### config.mk
export PLATFORM = sky130hd
export DESIGN_NAME = nfcAsyncWriteTop
export DESIGN_NICKNAME = d
export VERILOG_FILES = /design/src/nfc_pkg.sv /design/src/nfcStepFsm.sv /design/src/nfcCycleTimer.sv /design/src/nfcCaShifter.sv /design/src/nfcWriteDataPath.sv /design/src/nfcPinDriver.sv /design/src/nfcAsyncWriteTop.sv
export VERILOG_INCLUDE_DIRS = /design/src
export SDC_FILE = /design/constraint.sdc
export NUM_CORES = 1
export LEC_CHECK = 0
export ABC_CLOCK_PERIOD_IN_PS = 4800
export BUFFER_PORTS_ARGS = -buffer_cell sky130_fd_sc_hd__buf_4
export CORE_ASPECT_RATIO = 0.9
export CORE_MARGIN = 1
export CORE_UTILIZATION = 30
export DETAILED_ROUTE_END_ITERATION = 12
export SETUP_SLACK_MARGIN = 0.3
export SLEW_MARGIN = 15
export SYNTH_ARGS = -nofsm -noshare
export SYNTH_HDL_FRONTEND = slang
export SYNTH_SLANG_ARGS = --single-unit
### constraint.sdc
create_clock -name systemClock -period 4.8 [get_ports systemClock]
set_input_delay 0 -clock systemClock [delete_from_list [all_inputs] [get_ports systemClock]]
set_output_delay 0 -clock systemClock [all_outputs]
set_load 0.05 [all_outputs]
### src/nfc_config.svh
`ifndef NFC_CONFIG_SVH
`define NFC_CONFIG_SVH

// flash ways, one chip enable per way
`define NFC_NUM_WAYS 4

// write enable phase lengths in system clocks
`define NFC_WE_LOW_CYCLES 2
`define NFC_WE_HIGH_CYCLES 2

// widths
`define NFC_CA_BYTES 5
`define NFC_WORD_BITS 16
`define NFC_DQ_BITS 8

`endif

### src/nfc_pkg.sv
`include "nfc_config.svh"

package nfc_pkg;

    // one-hot command code, all zero is no command
    typedef logic [1:0] commandT;

    localparam commandT CmdCaLatch = 2'b01;
    localparam commandT CmdDataOut = 2'b10;

    typedef enum logic [2:0] {
        Idle,
        WaitData,
        WeLow,
        WeHigh,
        Finish
    } fsmStateT;

    // one byte on the flash bus
    typedef logic [`NFC_DQ_BITS-1:0] dqByteT;

endpackage

### src/nfcStepFsm.sv
`timescale 1ns/1ps

module nfcStepFsm (
    input  logic             systemClock,
    input  logic             arstN,
    input  nfc_pkg::commandT command,
    input  logic             caSelect,
    input  logic             phaseDone,
    input  logic             lastByte,
    input  logic             byteAvailable,
    output logic             load,
    output logic             dataMode,
    output logic             weLowPhase,
    output logic             weHighPhase,
    output logic             byteAdvance,
    output logic [1:0]       latchMode,
    output logic             ready,
    output logic             lastStep
);
    import nfc_pkg::*;

    fsmStateT state;
    fsmStateT nextState;
    logic     isDataCmd;
    logic     dataOp;
    logic     addrSel;
    logic     opActive;

    // only a clean one-hot code starts an operation
    assign isDataCmd = (command == CmdDataOut);
    assign load      = (state == Idle) && ((command == CmdCaLatch) || isDataCmd);

    assign ready       = (state == Idle);
    assign lastStep    = (state == Finish);
    assign weLowPhase  = (state == WeLow);
    assign weHighPhase = (state == WeHigh);
    assign byteAdvance = weHighPhase && phaseDone;
    assign opActive    = (state == WaitData) || weLowPhase || weHighPhase;

    // in Idle the mode follows the strobe so the timer loads the right count
    assign dataMode = (state == Idle) ? isDataCmd : (dataOp && opActive);

    // bit 0 command latch, bit 1 address latch
    assign latchMode = (opActive && !dataOp) ? (addrSel ? 2'b10 : 2'b01) : 2'b00;

    always_comb begin
        nextState = state;
        unique case (state)
            Idle: begin
                if (load) begin
                    nextState = isDataCmd ? WaitData : WeLow;
                end
            end
            WaitData: begin
                if (byteAvailable) begin
                    nextState = WeLow;
                end
            end
            WeLow: begin
                if (phaseDone) begin
                    nextState = WeHigh;
                end
            end
            WeHigh: begin
                if (phaseDone) begin
                    if (lastByte) begin
                        nextState = Finish;
                    end else begin
                        nextState = dataOp ? WaitData : WeLow;
                    end
                end
            end
            Finish: nextState = Idle;
            default: nextState = Idle;
        endcase
    end

    always_ff @(posedge systemClock or negedge arstN) begin
        if (!arstN) begin
            state   <= Idle;
            dataOp  <= 1'b0;
            addrSel <= 1'b0;
        end else begin
            state <= nextState;
            // operation kind held for the whole run
            if (load) begin
                dataOp  <= isDataCmd;
                addrSel <= caSelect;
            end
        end
    end

endmodule

### src/nfcCycleTimer.sv
`timescale 1ns/1ps
`include "nfc_config.svh"

module nfcCycleTimer (
    input  logic        systemClock,
    input  logic        arstN,
    input  logic        load,
    input  logic        dataMode,
    input  logic [15:0] numOfData,
    input  logic        weLowPhase,
    input  logic        weHighPhase,
    input  logic        byteAdvance,
    output logic        phaseDone,
    output logic        lastByte
);
    localparam int MaxPhase  = (`NFC_WE_LOW_CYCLES > `NFC_WE_HIGH_CYCLES) ?
                               `NFC_WE_LOW_CYCLES : `NFC_WE_HIGH_CYCLES;
    localparam int PhaseBits = $clog2(MaxPhase + 1);
    // twice a 16-bit word count
    localparam int CountBits = 17;

    logic [PhaseBits-1:0] phaseCnt;
    logic [CountBits-1:0] remaining;
    logic [CountBits-1:0] loadCount;
    logic [2:0]           caCount;

    assign phaseDone = (weLowPhase && (phaseCnt == PhaseBits'(`NFC_WE_LOW_CYCLES - 1))) ||
                       (weHighPhase && (phaseCnt == PhaseBits'(`NFC_WE_HIGH_CYCLES - 1)));

    // a zero count still ends after one byte
    assign lastByte = (remaining <= CountBits'(1));

    // ca byte count clamped to 1..max
    always_comb begin
        caCount = numOfData[2:0];
        if (caCount == 3'd0) begin
            caCount = 3'd1;
        end else if (caCount > 3'(`NFC_CA_BYTES)) begin
            caCount = 3'(`NFC_CA_BYTES);
        end
        loadCount = dataMode ? {numOfData, 1'b0} : CountBits'(caCount);
    end

    always_ff @(posedge systemClock or negedge arstN) begin
        if (!arstN) begin
            phaseCnt  <= '0;
            remaining <= '0;
        end else begin
            if ((weLowPhase || weHighPhase) && !phaseDone) begin
                phaseCnt <= phaseCnt + 1'b1;
            end else begin
                phaseCnt <= '0;
            end
            if (load) begin
                remaining <= loadCount;
            end else if (byteAdvance) begin
                remaining <= remaining - 1'b1;
            end
        end
    end

endmodule

### src/nfcCaShifter.sv
`timescale 1ns/1ps
`include "nfc_config.svh"

module nfcCaShifter (
    input  logic                                  systemClock,
    input  logic                                  arstN,
    input  logic                                  load,
    input  logic [`NFC_CA_BYTES*`NFC_DQ_BITS-1:0] caData,
    input  logic                                  byteAdvance,
    output nfc_pkg::dqByteT                       caByte
);
    localparam int CaBits = `NFC_CA_BYTES * `NFC_DQ_BITS;

    logic [CaBits-1:0] caReg;

    // current byte always sits at the bottom
    assign caByte = caReg[`NFC_DQ_BITS-1:0];

    always_ff @(posedge systemClock or negedge arstN) begin
        if (!arstN) begin
            caReg <= '0;
        end else if (load) begin
            caReg <= caData;
        end else if (byteAdvance) begin
            caReg <= caReg >> `NFC_DQ_BITS;
        end
    end

endmodule

### src/nfcWriteDataPath.sv
`timescale 1ns/1ps
`include "nfc_config.svh"

module nfcWriteDataPath (
    input  logic                      systemClock,
    input  logic                      arstN,
    input  logic                      dataMode,
    input  logic [`NFC_WORD_BITS-1:0] writeData,
    input  logic                      writeValid,
    output logic                      writeReady,
    input  logic                      byteAdvance,
    output logic                      byteAvailable,
    output nfc_pkg::dqByteT           dataByte
);
    logic [`NFC_WORD_BITS-1:0] word;
    logic                      full;
    logic                      highHalf;

    // accept a new word only when the previous one is fully sent
    assign writeReady    = dataMode && !full;
    assign byteAvailable = full;

    // low byte first, then high byte
    assign dataByte = highHalf ? word[`NFC_DQ_BITS +: `NFC_DQ_BITS] : word[0 +: `NFC_DQ_BITS];

    always_ff @(posedge systemClock) begin
        if (writeValid && writeReady) begin
            word <= writeData;
        end
    end

    always_ff @(posedge systemClock or negedge arstN) begin
        if (!arstN) begin
            full     <= 1'b0;
            highHalf <= 1'b0;
        end else if (writeValid && writeReady) begin
            full     <= 1'b1;
            highHalf <= 1'b0;
        end else if (byteAdvance && full) begin
            // word freed after its high byte
            if (highHalf) begin
                full     <= 1'b0;
                highHalf <= 1'b0;
            end else begin
                highHalf <= 1'b1;
            end
        end
    end

endmodule

### src/nfcPinDriver.sv
`timescale 1ns/1ps
`include "nfc_config.svh"

module nfcPinDriver (
    input  logic                     systemClock,
    input  logic                     arstN,
    input  logic                     ready,
    input  logic [1:0]               latchMode,
    input  logic                     dataMode,
    input  logic                     weLowPhase,
    input  logic [`NFC_NUM_WAYS-1:0] targetWay,
    input  nfc_pkg::dqByteT          caByte,
    input  nfc_pkg::dqByteT          dataByte,
    output logic [`NFC_NUM_WAYS-1:0] chipEnableN,
    output logic                     commandLatchEnable,
    output logic                     addressLatchEnable,
    output logic                     writeEnableN,
    output nfc_pkg::dqByteT          dq,
    output logic                     dqOutEnable
);
    logic [`NFC_NUM_WAYS-1:0] heldWay;
    logic                     active;
    logic                     driveByte;

    // idle and finish both leave the bus released
    assign active    = !ready && ((|latchMode) || dataMode);
    assign driveByte = active && weLowPhase;

    // way follows the strobe while idle, frozen once started
    always_ff @(posedge systemClock) begin
        if (ready) begin
            heldWay <= targetWay;
        end
    end

    always_ff @(posedge systemClock or negedge arstN) begin
        if (!arstN) begin
            chipEnableN        <= '1;
            commandLatchEnable <= 1'b0;
            addressLatchEnable <= 1'b0;
            writeEnableN       <= 1'b1;
            dq                 <= '0;
            dqOutEnable        <= 1'b0;
        end else begin
            chipEnableN        <= active ? ~heldWay : '1;
            commandLatchEnable <= active && latchMode[0];
            addressLatchEnable <= active && latchMode[1];
            writeEnableN       <= !driveByte;
            dqOutEnable        <= active;
            // dq changes only while we is low, held through high and waits
            if (driveByte) begin
                dq <= dataMode ? dataByte : caByte;
            end
        end
    end

endmodule

### src/nfcAsyncWriteTop.sv
`timescale 1ns/1ps
`include "nfc_config.svh"

module nfcAsyncWriteTop (
    input  logic                                  systemClock,
    input  logic                                  arstN,
    input  nfc_pkg::commandT                      command,
    input  logic [`NFC_NUM_WAYS-1:0]              targetWay,
    input  logic [15:0]                           numOfData,
    input  logic                                  caSelect,
    input  logic [`NFC_CA_BYTES*`NFC_DQ_BITS-1:0] caData,
    input  logic [`NFC_WORD_BITS-1:0]             writeData,
    input  logic                                  writeValid,
    output logic                                  writeReady,
    output logic                                  ready,
    output logic                                  lastStep,
    output logic [`NFC_NUM_WAYS-1:0]              chipEnableN,
    output logic                                  commandLatchEnable,
    output logic                                  addressLatchEnable,
    output logic                                  writeEnableN,
    output nfc_pkg::dqByteT                       dq,
    output logic                                  dqOutEnable
);
    import nfc_pkg::*;

    // fsm control to the datapath blocks
    logic       load;
    logic       dataMode;
    logic       weLowPhase;
    logic       weHighPhase;
    logic       byteAdvance;
    logic [1:0] latchMode;

    // status back to the fsm
    logic       phaseDone;
    logic       lastByte;
    logic       byteAvailable;

    dqByteT     caByte;
    dqByteT     dataByte;

    nfcStepFsm i_nfcStepFsm (
        .systemClock   (systemClock),
        .arstN         (arstN),
        .command       (command),
        .caSelect      (caSelect),
        .phaseDone     (phaseDone),
        .lastByte      (lastByte),
        .byteAvailable (byteAvailable),
        .load          (load),
        .dataMode      (dataMode),
        .weLowPhase    (weLowPhase),
        .weHighPhase   (weHighPhase),
        .byteAdvance   (byteAdvance),
        .latchMode     (latchMode),
        .ready         (ready),
        .lastStep      (lastStep)
    );

    nfcCycleTimer i_nfcCycleTimer (
        .systemClock (systemClock),
        .arstN       (arstN),
        .load        (load),
        .dataMode    (dataMode),
        .numOfData   (numOfData),
        .weLowPhase  (weLowPhase),
        .weHighPhase (weHighPhase),
        .byteAdvance (byteAdvance),
        .phaseDone   (phaseDone),
        .lastByte    (lastByte)
    );

    nfcCaShifter i_nfcCaShifter (
        .systemClock (systemClock),
        .arstN       (arstN),
        .load        (load),
        .caData      (caData),
        .byteAdvance (byteAdvance),
        .caByte      (caByte)
    );

    nfcWriteDataPath i_nfcWriteDataPath (
        .systemClock   (systemClock),
        .arstN         (arstN),
        .dataMode      (dataMode),
        .writeData     (writeData),
        .writeValid    (writeValid),
        .writeReady    (writeReady),
        .byteAdvance   (byteAdvance),
        .byteAvailable (byteAvailable),
        .dataByte      (dataByte)
    );

    nfcPinDriver i_nfcPinDriver (
        .systemClock        (systemClock),
        .arstN              (arstN),
        .ready              (ready),
        .latchMode          (latchMode),
        .dataMode           (dataMode),
        .weLowPhase         (weLowPhase),
        .targetWay          (targetWay),
        .caByte             (caByte),
        .dataByte           (dataByte),
        .chipEnableN        (chipEnableN),
        .commandLatchEnable (commandLatchEnable),
        .addressLatchEnable (addressLatchEnable),
        .writeEnableN       (writeEnableN),
        .dq                 (dq),
        .dqOutEnable        (dqOutEnable)
    );

endmodule

Word-level counts from Yosys, hierarchy flattened
Index checks and enable logic that the tools add are counted.

storage, ports and cells
  latch bits = 0
  memories = 0
  bits in writable memories = 0
  ROM bits = 0
  register bits = 102
  output and inout port bits = 19

operators by class
  reductions and logical operators = 33
  bitwise gates (word level) = 1
  add/sub/neg operators = 2
  divide/modulo/power cells = 0
  equality and inequality tests = 11
  $lt $le $gt $ge = 2
  mux-type cells = 28
  multiply operators = 0
  shift-type cells = 0

operators with widths
  cell                                                                    count
  40-bit two-way mux                                                      2
  17-bit two-way mux                                                      3
  3-bit two-way mux                                                       7
  17-bit by 1-bit <= comparator with 1-bit output, second input constant  1
  17-bit by 1-bit subtractor with 17-bit output, second input constant    1
  8-bit two-way mux                                                       2
  1-bit logical AND                                                       14
  3-bit case mux with 4 select lines                                      1
  2-bit two-way mux                                                       5
  1-bit two-way mux                                                       7
  3-bit by 2-bit equality test with 1-bit output, second input constant   2
  3-bit logical NOT                                                       2
  1-bit logical OR                                                        6
  2-bit inequality test, second input constant                            3
  2-bit nonzero test                                                      3
  1-bit logical NOT                                                       5
  2-bit by 1-bit equality test with 1-bit output, second input constant   2
  4-bit two-way mux                                                       1
  4-bit inverter                                                          1
  4-bit AND reduction                                                     1
  3-bit by 1-bit equality test with 1-bit output, second input constant   1
  3-bit equality test, second input constant                              1
  3-bit greater-than comparator, second input constant                    1
  2-bit by 1-bit adder with 2-bit output, second input constant           1
  other kinds (4)                                                         4

Longest topological paths before layout
Gate-level depths: netlist of the first run.

  depth in word-level cells = 10
  depth in mapped cells = 8

Cells and area by module
From an unflattened synthesis of the first run, not the netlist that was laid out.

unflattened totals
  cells, all modules = 430
  area total of the unflattened synthesis = 4983.5 um^2

modules (own cells, without submodules)
  module            area an instance (um^2)  sequential area each (um^2)  cells each  instances
  nfcCaShifter      1935.6                   1001.0                       181         1
  nfcCycleTimer     1177.4                   475.5                        128         1
  nfcPinDriver      788.3                    526.8                        47          1
  nfcWriteDataPath  710.7                    530.5                        34          1
  nfcStepFsm        371.6                    125.1                        40          1

Worst setup path after synthesis of the first run
Ideal clock, no wire load.

  path type = register to register
  from = register i_nfcStepFsm.state[2]
  to = register i_nfcPinDriver.heldWay[0], enable pin
  slack = 2.410 ns
  setup time = 0.418 ns
  data required time = 4.382 ns
  clock period less this slack = 2.390 ns
  arrival = 1.972 ns
  stages on the path, launching flop included = 3
  cell sequence = dfrtp_1 clkbuf_1 nor3_1

between the ends
  word-level cells in the longest chain between the ends = 1

ends and longest elaborated chain
  item                      line                    RTL
  start: declaration        nfcStepFsm.sv:22        fsmStateT state;
  start signal: assignment  nfcStepFsm.sv:80        state <= Idle;
  start signal: assignment  nfcStepFsm.sv:84        state <= nextState;
  3-bit logical NOT         nfcStepFsm.sv:33        assign ready = (state == Idle);
  net ready                 nfcAsyncWriteTop.sv:15  output logic ready,
  end signal: assignment    nfcPinDriver.sv:32      heldWay <= targetWay;
  end: declaration          nfcPinDriver.sv:21      logic [`NFC_NUM_WAYS-1:0] heldWay;

The timed path passes the listed nets, and every way through them passes these cells.
A chain may end at the register's enable or synchronous reset.

Final worst setup path of the first run
  from = register i_nfcCycleTimer.phaseCnt[1]
  to = register i_nfcCycleTimer.remaining[1]

between the ends
  word-level cells in the longest chain between the ends = 5
  elaborated cells between the ends (all ways) = 6

ends and longest elaborated chain
  item                                              line                                      RTL
  start: declaration                                nfcCycleTimer.sv:22                       logic [PhaseBits-1:0] phaseCnt;
  start signal: assignment                          nfcCycleTimer.sv:50                       phaseCnt <= phaseCnt + 1'b1;
  2-bit by 1-bit equality test with 1-bit output *  nfcCycleTimer.sv:27, nfcCycleTimer.sv:28
  1-bit logical AND (on tied branches)              nfcCycleTimer.sv:27, nfcCycleTimer.sv:28
  1-bit logical OR *                                nfcCycleTimer.sv:27                       assign phaseDone = (weLowPhase && (phaseCnt == PhaseBits'(`NFC_WE_LOW_CYCLES - 1))) ||
  1-bit logical AND *                               nfcStepFsm.sv:37                          assign byteAdvance = weHighPhase && phaseDone;
  2-bit nonzero test (no line) *                    --
  end signal: assignment                            nfcCycleTimer.sv:55                       remaining <= loadCount;
  end signal: assignment                            nfcCycleTimer.sv:57                       remaining <= remaining - 1'b1;
  end: declaration                                  nfcCycleTimer.sv:23                       logic [CountBits-1:0] remaining;

Every way passes the cells marked *; elsewhere a longest branch is shown, timed or not.

==> results.md, run 1 <==
* Worst EP arrival at between 2 and 3 ns
* CP Capture Type: flop
* Top_reg_cell synth: dfrtp_1
* Total power per unit cell area at 519.2 nW/um^2
* Fmax at 376.7 MHz
* Seq/Total Area, Yosys at 0.5808
* Syn. warnings at 0
* Antenna viol nets, final at 0
* TritonRoute pass-1 iters at 4
* Post-layout min period at 2.654 ns
* Total CTS buffers at 9
* Post-synth EDFFs at 20
* Netlist Area Pre-Place at about 4600 um^2
* Number of port buffers at 100
* Die W at 132.2 um
* Net Count, Synth at 508
* Clk_lat worst skew at between 0.3 and 0.4 ns
* First-pass GRT wire length at 19.76 mm
* Final Cycle Share at 0.5530
* Synth unique cells at between 50 and 60
* Layout cells sized above 1 at 0.2284
* Core footprint at 14820 um^2
* # DRC at 0
* RR Startpoint: i_nfcCycleTimer.phaseCnt[1]$_DFF_PN0_
* Hpwl dp at 7.713 mm
* Vias at just under 4000
* Syn Area/Cell at 10.85 um^2
* Cts repair resizes at 0
* Final hold vios at 0
* Hold Crit Class: input port to flop
* Max-cap violations at 0
* Worst vdd ir at roughly 0.22 mV
* Ant diodes at 0
* Post-synthesis to final-layout area growth at 43.21%
* Measured slew at the worst slew-check pin at between 0.9 and 1 ns
* Final WL at 11.93 mm
* Status: completed
* Final net count at around 670
* # setup viols final at 0
* Final WS setup at 2.146 ns
* Crit path launch: i_nfcCycleTimer.phaseCnt[1]$_DFF_PN0_
* Rel. slew slack at 0.3474
* Pleak at 2.944 nW
* Root buffer cell: clkbuf_16
* Synthesis-stage register bit count at 102
* Setup TNS at 0 ns
* Htree depth at 3
* Starting Density at 0.3089
* Worst-path clk slew at about 0.070 ns
* Place WS at between 1.5 and 2 ns
* Die Y-Extent at 119.2 um
* Ys async rst share at 0.8039
* CTS tree: done
* GPL Wtd Cong at 0.7774
* Pin count of the biggest net entering global routing at 57
* I/O pin total at 101
* RSZ-0062 raised after global routing: no
* Crit path launch type: flop
* Worst Hold Launch: numOfData[1]
* Worst Setup Path Type: flop to flop
* Critical path required time at roughly 5 ns
* Tot GR Track Use at 0.1606
* Row Count at 42
* Vias in the first global route at between 3000 and 4000
* Maximum buffer depth of the clock tree at 2
* Total gr overflow at 0
* Iteration-0 DRC Markers at 204
* Antenna violations before repair at 0
* Mapped Cells at 422
* Filler Cell Count at 1452
* Final Slew Violations at 0
* CP Max Fanout at 48
* Die area at 15760 um^2
* Clk_skew at roughly 0.008 ns
* WL/cell at between 15 and 20 um
* Drt via density at 4.900
* Clock sink total at 102
[flip-flops by register name, indices dropped and copies added, names as in the netlist, 2 cells and up]
register                    count
i_nfcCycleTimer.remaining      17
i_nfcWriteDataPath.word        16
i_nfcPinDriver.heldWay          4
i_nfcPinDriver.dq               8
i_nfcPinDriver.chipEnableN      4
i_nfcStepFsm.state              3
i_nfcCycleTimer.phaseCnt        2
i_nfcCaShifter.caReg           40
[cell families after synthesis]
group | Yosys count | share of synthesized area
mux | 14 | 0.03061
fa+ha+maj | 4 | 0.01093
xor+xnor | 6 | 0.01148
simple gates | 179 | 0.1965
flops | 102 | 0.5808
buf+inv | 32 | 0.03197
compound gates | 85 | 0.1378
[worst max-delay path, stage by stage (launching register included)]
cell and delay [ns]:
dfrtp_1 0.36, inv_1 0.05, ha_1 0.27, and4b_2 0.94
nand2_1 0.12, o211ai_1 0.13, nand3_1 0.10, dlygate4sd3_1 0.57
[power by group]
group          internal, mW  switching (mW)  total, mW
Clock                 0.404           0.323      0.726
Combinational         0.489           0.742       1.23
Sequential             1.19           0.259       1.45
[layer usage]
| metal | track usage | up-vias | part of all wire |
|---|---|---|---|
| li1 | - | 1867 | - |
| met1 | 0.2105 | 1886 | 0.46 |
| met2 | 0.2526 | 103 | 0.48 |
| met3 | 0.05534 | 10 | 0.050 |
| met4 | 0.04239 | 0 | 0.012 |
| met5 | 0 | - | 0 |
[final cells by class]
class,count,area [um^2],area share
clock buffer,10,229.0,0.03492
timing repair buffer,180,1546,0.2359
inverter,5,18.77,0.002863
sequential,102,2659,0.4055
clock inverter,6,61.31,0.009351
tap,198,247.7,0.03779
multi-input combinational,288,1794,0.2737
[path summary, 6_finish.rpt]
check / endpoint / slack, ns / cells past startpoint
min in group asynchronous: i_nfcPinDriver.addressLatchEnable$_DFF_PN0_ / 0.11 / 2
worst max-delay path: i_nfcCycleTimer.remaining[1]$_DFFE_PN0P_ / 2.15 / 7
worst min register to register: i_nfcPinDriver.chipEnableN[2]$_DFF_PN1_ / 0.36 / 1
max in group asynchronous: i_nfcCaShifter.caReg[31]$_DFFE_PN0P_ / 3.65 / 3
worst min-delay path: i_nfcCycleTimer.remaining[2]$_DFFE_PN0P_ / 0.003 / 3
worst max register to register: i_nfcCycleTimer.remaining[1]$_DFFE_PN0P_ / 2.15 / 7
[synthesized netlist by cell type, types with 2 or more instances]
master	count	area (um^2)
a21o_1	4	30.03
a21oi_1	8	40.04
a221oi_1	2	17.52
a22o_1	8	70.07
a22oi_1	32	240.2
a32oi_1	2	17.52
and2_1	5	31.28
and3_1	2	12.51
buf_1	3	11.26
buf_2	9	45.04
buf_4	4	30.03
clkbuf_1	11	41.29
dfrtp_1	77	1927
dfstp_2	5	131.4
edfxtp_1	20	600.6
ha_1	4	50.05
inv_1	4	15.01
mux2i_1	14	140.1
nand2_1	97	364.1
nand2b_1	4	25.02
nand3_1	15	75.07
nand4_1	4	25.02
nand4b_1	3	26.28
nor2_1	10	37.54
nor3_1	10	50.05
nor4_1	6	37.54
nor4_2	3	37.54
nor4b_1	2	17.52
o211ai_1	5	37.54
o21ai_0	3	15.01
o21ai_1	4	20.02
o311ai_1	9	78.83
or3_1	4	25.02
xor2_1	5	43.79
[through the flow]
stage                     instances  power (mW)  utilization  area [um^2]  hold WS, ns
after detailed placement        695       2.634       0.3697         5479     -0.04725
after floorplan                 422       2.285            -         4578      -0.2956
after global placement          695       2.587       0.3697         5479     -0.04998
final                           789       3.404       0.4424         6556     0.003371
after CTS                       789       3.435       0.4420         6550     0.002693
after global routing            789       3.643       0.4424         6556      0.03859
[cell usage in the layout (no fill, tap or decap), types with 2 or more instances in the layout]
cell,count
o311ai_1,9
nand4b_1,3
nor4_1,5
buf_4,102
and2_1,5
a221oi_1,2
o21ai_1,4
nor2_1,9
dfstp_2,5
nor4_2,4
mux2i_1,14
clkbuf_16,9
dlygate4sd3_1,78
a21oi_1,8
nand2b_1,4
nor3_1,10
ha_1,4
a21o_1,4
a32oi_1,2
and3_1,2
o21ai_0,3
nand2_1,97
xor2_1,5
clkinv_2,2
dfrtp_1,77
nand4_1,4
edfxtp_1,20
a22o_1,8
nand3_1,15
or3_1,4
o211ai_1,5
inv_1,4
a22oi_1,32
nor4b_1,2
[repair_timing]
| action | CTS | global route |
|---|---|---|
| buffers inserted | 0 | 0 |
| hold buffers | 78 | 0 |
| hold endpoints to repair | 103 | 0 |
(Power assumes the default switching activity.)
==> run 2: changes to the inputs <==
Settings changed: ABC_AREA set to 1, ABC_CLOCK_PERIOD_IN_PS 4800 to 2210.
Clock period 4.8 ns to 2.21 ns, I/O delays scaled along.
==> run 2 against run 1 <==
  * Count of clock-buffer cells in the layout rose by 1
  * Highest routed layer unchanged
  * Largest power group is now combinational cells
  * Sequential power up 120%
  * Synthesized area rose by 4.2%
  * Via count rose by 9.2%
  * Wire length increased by 6.5%
  * Sequential share of layout area fell by 2.0 points
  * Utilization is 0.32 points higher
  * First-iteration DRC count is 0.98% higher
  * Flip-flop and latch count did not move
  * Die area increased by 4.1%
  * Combinational power grew to 3.1 times the previous value
==> results.md, run 2 <==
* Status: completed
* Syn Area/Cell at just under 9 um^2
* Worst Hold Depth at 5
* Largest Register: i_nfcCaShifter.caReg
* Critical path required time at 2.21 ns
* Vias in the first global route at 4304
* Final WL at 12.70 mm
* Drt via density at 4.563
* Antenna violations before repair at 0
* Netlist Area Pre-Place at 4770 um^2
* Synth unique cells at 41
* Total CTS buffers at 9
* Clk_lat worst skew at approximately 0.36 ns
* Mapped Cells at roughly 540
* Measured slew at the worst slew-check pin at 0.5940 ns
* Tot GR Track Use at 0.1659
* Htree depth at 3
* Pleak at 3.180 nW
* Final net count at 804
* Total gr overflow at 0
* Most instantiated library cell after synthesis: nand2_1
* Syn. warnings at 0
* WHS at 0.02155 ns
* Hold Crit Class: input port to flop
* Net Count, Synth at 621
* Synthesis-stage register bit count at just over 100
* Most frequent cells after synthesis: nand2_1 (170), dfrtp_1 (77), inv_1 (46)
* Vias at 4221
* Area share of the largest cell type after synthesis at 0.4040
* GPL Wtd Cong at 0.8479
* # DRC at 0
* Crit-path slowest cell: dfrtp_2
* Pin count of the biggest net entering global routing at 83
* TritonRoute pass-1 iters at 5
* Ant diodes at 0
* RR Startpoint: i_nfcStepFsm.state[2]$_DFFE_PN0P_
* Net Sw Frac at 0.4176
* Worst path cell trace: inv_4, nand2_4, nor2_8, nand2_2, nand2_8, clkinvlp_4, nor2_1, buf_6
* Switching power at 3.587 mW
* Row Count at 43
* Rel. slew slack at 0.6040
* Setup TNS at 0 ns
* WL/cell at approximately 14 um
* Most common cell after layout, fill and taps aside: nand2_1
* Number of port buffers at 100
* Layout cells sized above 1 at 0.2241
* Most frequent cells in the layout: nand2_1 (170), buf_4 (113), dlygate4sd3_1 (76)
* Worst vdd ir at between 0.6 and 0.7 mV
* CP Max Fanout at 9
* CTS tree: done
* Max stage delay on crit path at 0.46 ns
* Crit path max-delay family: simple AND/OR/NAND/NOR gates
* Worst EP arrival at ~1.8 ns
* Final Cycle Share at 0.8158
* Hpwl dp at 8.430 mm
* Combinational Power Share at 0.440
* Reg-to-reg endpoint: i_nfcCycleTimer.remaining[16]$_DFFE_PN0P_
* Crit path buffers/inverters at 3
* Antenna viol nets, final at 0
* Seq pwr share at 0.367
* Crit path launch: i_nfcStepFsm.state[2]$_DFFE_PN0P_
* Clk network pwr share at 0.193
* Post-layout min period at 1.803 ns
* Final Slew Violations at 0
* Clk_skew at 0.007987 ns
* I/O pin total at 101
* Root buffer cell: clkbuf_16
* FF-to-FF path depth at 9
* Seq/Total Area, Yosys at 0.5575
* Ys async rst share at 0.8039
* # setup viols final at 0
* Max reg flops at 40
* Hold worst-path end: i_nfcCycleTimer.remaining[15]$_DFFE_PN0P_
* Top_reg_cell synth: dfrtp_1
* Starting Density at 0.3078
* Largest area contributor in the netlist: dfrtp_1
* Worst-path clk slew at roughly 0.070 ns
* Die Y-Extent at 121.6 um
* RSZ-0062 raised after global routing: no
* Cell-internal power at between 5 and 6 mW
* Post-synth EDFFs at 20
* Worst Hold Launch: numOfData[14]
* First-pass GRT wire length at 20.91 mm
* Core footprint at 15490 um^2
* CP Capture Type: primary output
* Die area at 16410 um^2
* Crit path launch type: flop
* Reg2reg setup slack at between 0.4 and 0.5 ns
* Post-synthesis to final-layout area growth at 44.75%
* Die W at approximately 130 um
* Iteration-0 DRC Markers at 206
* Max-cap violations at 0
* Clock sink total at a little over 100
* Top Registers: i_nfcCaShifter.caReg x40, i_nfcCycleTimer.remaining x17, i_nfcWriteDataPath.word x16
* Maximum buffer depth of the clock tree at 2
* Total power per unit cell area at 1244 nW/um^2
* Fmax at 554.7 MHz
* Largest cells by area after synthesis: dfrtp_1 (40%), nand2_1 (13%), edfxtp_1 (13%)
* Final hold vios at 0
* Worst Setup Path Type: flop to primary output
[run 2: worst max path at each step]
stage / to / slack, ns / cells after the start
final: writeReady / 0.41 / 8
after floorplan: writeReady / 0.32 / 8
after global placement: i_nfcWriteDataPath.word[11]$_DFFE_PP_ / 0.34 / 7
after CTS: writeReady / 0.32 / 8
after detailed placement: i_nfcWriteDataPath.word[4]$_DFFE_PP_ / 0.24 / 7
after global routing: i_nfcCaShifter.caReg[27]$_DFFE_PN0P_ / 0.31 / 8
[run 2: cell type report]
cell class / instances / area, um^2
Timing Repair Buffer: 193 / 1680
Clock inverter: 5 / 66.31
Inverter: 50 / 201.4
Clock buffer: 11 / 242.7
Tap cell: 202 / 252.7
Multi-Input combinational cell: 362 / 1798
Sequential cell: 102 / 2663
Fill cell: 1530 / 8591
[run 2: cell families after synthesis]
group | Yosys count | share of synthesized area
AO/OA/AOI/OAI | 75 | 0.09681
flip-flops | 102 | 0.5575
buffers and inverters | 71 | 0.06847
adder cells (fa/ha/maj) | 4 | 0.01049
XOR/XNOR | 4 | 0.007347
AND/OR/NAND/NOR | 279 | 0.2594
[run 2: timing repair]
item / 4_1_cts / 5_1_grt
hold endpoints to repair: 153 / 0
setup buffers: 3 / 9
setup endpoints to repair: 17 / 24
hold buffers: 76 / 0
pin swaps: 1 / 1
gates cloned: 0 / 0
gates resized for setup: 5 / 2
[run 2: worst min-delay path: cells and delay by family]
kind / cells / cell delay [ns]
and+or+nand+nor: 4 / 0.25
buffers and inverters: 1 / 0.09
[run 2: routing by layer]
| metal | vias up | share of wire | global-route usage |
|---|---|---|---|
| met5 | - | 0 | 0 |
| li1 | 2117 | - | - |
| met3 | 10 | 0.049 | 0.04536 |
| met1 | 1991 | 0.46 | 0.2127 |
| met2 | 103 | 0.48 | 0.2755 |
| met4 | 0 | 0.0062 | 0.04424 |
[run 2: power by group through the flow]
stage / clock (mW) / sequential (mW) / combinational, mW
after detailed placement: 0 / 3.20 / 3.48
after floorplan: 0 / 3.50 / 2.19
after global routing: 1.76 / 3.25 / 4.25
after CTS: 1.71 / 3.17 / 3.67
after global placement: 0 / 3.19 / 3.39
final: 1.66 / 3.15 / 3.78
[run 2: stage by stage]
step / setup WS [ns] / power [mW] / utilization / instances / cell area [um^2]
3_3_place_gp: 0.3428 / 6.578 / 0.3672 / 820 / 5690
6_report: 0.4071 / 8.589 / 0.4456 / 925 / 6904
4_1_cts: 0.3204 / 8.553 / 0.4390 / 915 / 6802
3_5_place_dp: 0.2433 / 6.675 / 0.3672 / 820 / 5690
2_1_floorplan: 0.3200 / 5.696 / - / 535 / 4773
5_1_grt: 0.3118 / 9.267 / 0.4456 / 925 / 6904
==> run 3: changes to the inputs <==
Settings changed: ABC_CLOCK_PERIOD_IN_PS 2210 to 1800.
Clock period 2.21 ns to 1.8 ns, I/O delays scaled along.
==> run 3 against run 2 <==
  * Via count is 8.4% higher
  * Count of clock-buffer cells in the layout shrank 2
  * Global-route usage up 1.2 points
  * Non-clock buffer count grew 48
  * Total power increased by 43%
  * First-iteration DRC count up 46%
  * Final cell count grew 5.4%
  * Sequential share of layout area shrank 5.1 points
  * Die area stayed put
  * Sequential power increased by 26%
  * Wire length up 14%
  * Flip-flop and latch count stayed put
  * Highest routed layer unchanged
==> results.md, run 3 (same netlist as run 2, synthesis figures left out) <==
* Status: completed
* Cell Area, Placed at 5826 um^2
* CP Capture Type: primary output
* Total CTS buffers at 9
* Hold Crit Class: input port to flop
* Final WL at 14.46 mm
* Iteration-0 DRC Markers at 301
* Worst EP arrival at approximately 1.6 ns
* Place WS at 0.07524 ns
* # DRC at 0
* WHS at around 0.061 ns
* Final WS setup at 0.1764 ns
* Fmax at 615.9 MHz
* Power consumption at approximately 12 mW
* Hpwl dp at 8.664 mm
* Rel. slew slack at 0.6798
* Total power per unit cell area at 1545 nW/um^2
* Vias at 4575
* Crit-path slowest cell: dfrtp_2
* Critical path required time at 1.80 ns
* Final Slew Violations at 0
* Placed cells at 827
* Clock sink total at about 100
* Most common cell after layout, fill and taps aside: nand2_1
* Worst Hold Launch: numOfData[1]
* Drt via density at 4.692
* Layout cells sized above 1 at 0.3441
* Top Registers: i_nfcCaShifter.caReg x40, i_nfcCycleTimer.remaining x17, i_nfcWriteDataPath.word x16
* Filler Cell Count at 1407
* Max-cap violations at 0
* CTS tree: done
* TritonRoute pass-1 iters at 5
* Antenna viol nets, final at 0
* FF-to-FF path depth at 9
* First-pass GRT wire length at 22.75 mm
* I/O pin total at 101
* Worst Setup Path Type: flop to primary output
* Largest Register: i_nfcCaShifter.caReg
* Setup TNS at 0 ns
* Hold worst-path end: i_nfcCycleTimer.remaining[2]$_DFFE_PN0P_
* Post-layout min period at 1.624 ns
* Worst Hold Depth at 5
* Clk_lat worst skew at 0.35 ns
* Finished Layout Cells at 975
* Reg-to-reg endpoint: i_nfcWriteDataPath.word[15]$_DFFE_PP_
* Starting Density at 0.3078
* Post-layout util at 0.5144
* Clk_skew at 0.008017 ns
* M1 GR Usage at 0.2253
* Crit path launch type: flop
* Die Y-Extent at roughly 120 um
* Tot GR Track Use at 0.1781
* Row Count at 43
* Cell area after layout at 7970 um^2
* RSZ-0062 raised after global routing: yes
* Die W at 134.9 um
* GPL Wtd Cong at 0.8718
* WL/cell at around 15 um
* Number of port buffers at 100
* Vias in the first global route at around 4700
* Worst vdd ir at between 0.9 and 1 mV
* Final hold vios at 0
* Antenna violations before repair at 0
* Maximum buffer depth of the clock tree at 2
* # setup viols final at 0
* Die area at 16410 um^2
* Core footprint at roughly 15000 um^2
* RR Startpoint: i_nfcStepFsm.state[1]$_DFFE_PN0P_
* Ant diodes at 0
* Final net count at around 850
* Max reg flops at 40
* Reg2reg setup slack at 0.19 ns
* Crit path buffers/inverters at 3
* Total gr overflow at 0
* Layer with the highest usage: met2
* Post-synthesis to final-layout area growth at 67.10%
* Root buffer cell: clkbuf_16
* Measured slew at the worst slew-check pin at just under 0.5 ns
* Pleak at between 3 and 4 nW
* Worst-path clk slew at 0.07 ns
* Met3 usage at 0.03496
* Worst path cell trace: buf_4, nor2_4, nand2_4, nand2_4, clkinvlp_4, nor2_4, buf_6
* CP Max Fanout at 3
* Most frequent cells in the layout: nand2_1 (153), buf_4 (126), dlygate4sd3_1 (77)
* Max stage delay on crit path at around 0.42 ns
* Crit path max-delay family: buffers and inverters
* Pin count of the biggest net entering global routing at around 50
* Htree depth at 3
* Global-route met2 utilization at 0.3038
* Final Cycle Share at 0.9020
[run 3: layout make-up]
class                      count  area (um^2)  area share
clock buffer                   9        225.2     0.02826
clock inverter                 7        77.57    0.009733
inverter                      50        229.0     0.02873
multi-input combinational    364         2107      0.2644
sequential                   102         2665      0.3344
tap                          202        252.7     0.03171
timing repair buffer         241         2414      0.3028
[run 3: worst register-to-register path, cell delays in order, from the launching register on]
cell	delay, ns
dfrtp_2	0.45
buf_4	0.15
nor2_4	0.11
nor2_4	0.06
nand2_4	0.07
nand2_4	0.07
buf_12	0.13
nand3_4	0.06
clkinvlp_4	0.10
buf_12	0.16
[run 3: worst max path at each step]
stage | start | to | slack [ns] | cells past startpoint
finish | i_nfcStepFsm.state[2]$_DFFE_PN0P_ | writeReady | 0.18 | 7
floorplan | i_nfcStepFsm.state[2]$_DFFE_PN0P_ | i_nfcWriteDataPath.word[0]$_DFFE_PP_ | 0.06 | 7
CTS | i_nfcStepFsm.state[2]$_DFFE_PN0P_ | writeReady | 0.19 | 7
detailed placement | i_nfcStepFsm.state[0]$_DFFE_PN0P_ | i_nfcWriteDataPath.word[15]$_DFFE_PP_ | 0.08 | 6
global route | i_nfcStepFsm.state[1]$_DFFE_PN0P_ | writeReady | 0.12 | 8
global placement | i_nfcStepFsm.state[1]$_DFFE_PN0P_ | i_nfcWriteDataPath.word[11]$_DFFE_PP_ | 0.16 | 7
[run 3: where the power goes]
part           internal [mW]  total (mW)  leakage [nW]  switching, mW
logic                   2.77        6.32          2.30           3.55
registers               3.31        3.98          1.20          0.667
clock network           1.10        2.02         0.152          0.922
[run 3: timing repair]
action,in CTS,in global routing
pin swaps,5,13
cloned,9,3
hold buffers,77,0
hold endpoints to repair,110,0
buffers inserted,31,12
resized for setup,27,79
endpoints found under the setup margin,85,88
[run 3: layer usage]
| metal | routed length, um | share of wire | vias up |
|---|---|---|---|
| li1 | - | - | 2228 |
| met1 | 6325 | 0.44 | 2187 |
| met2 | 7146 | 0.49 | 137 |
| met3 | 691 | 0.048 | 23 |
| met4 | 291 | 0.020 | 0 |
| met5 | 0 | 0 | - |
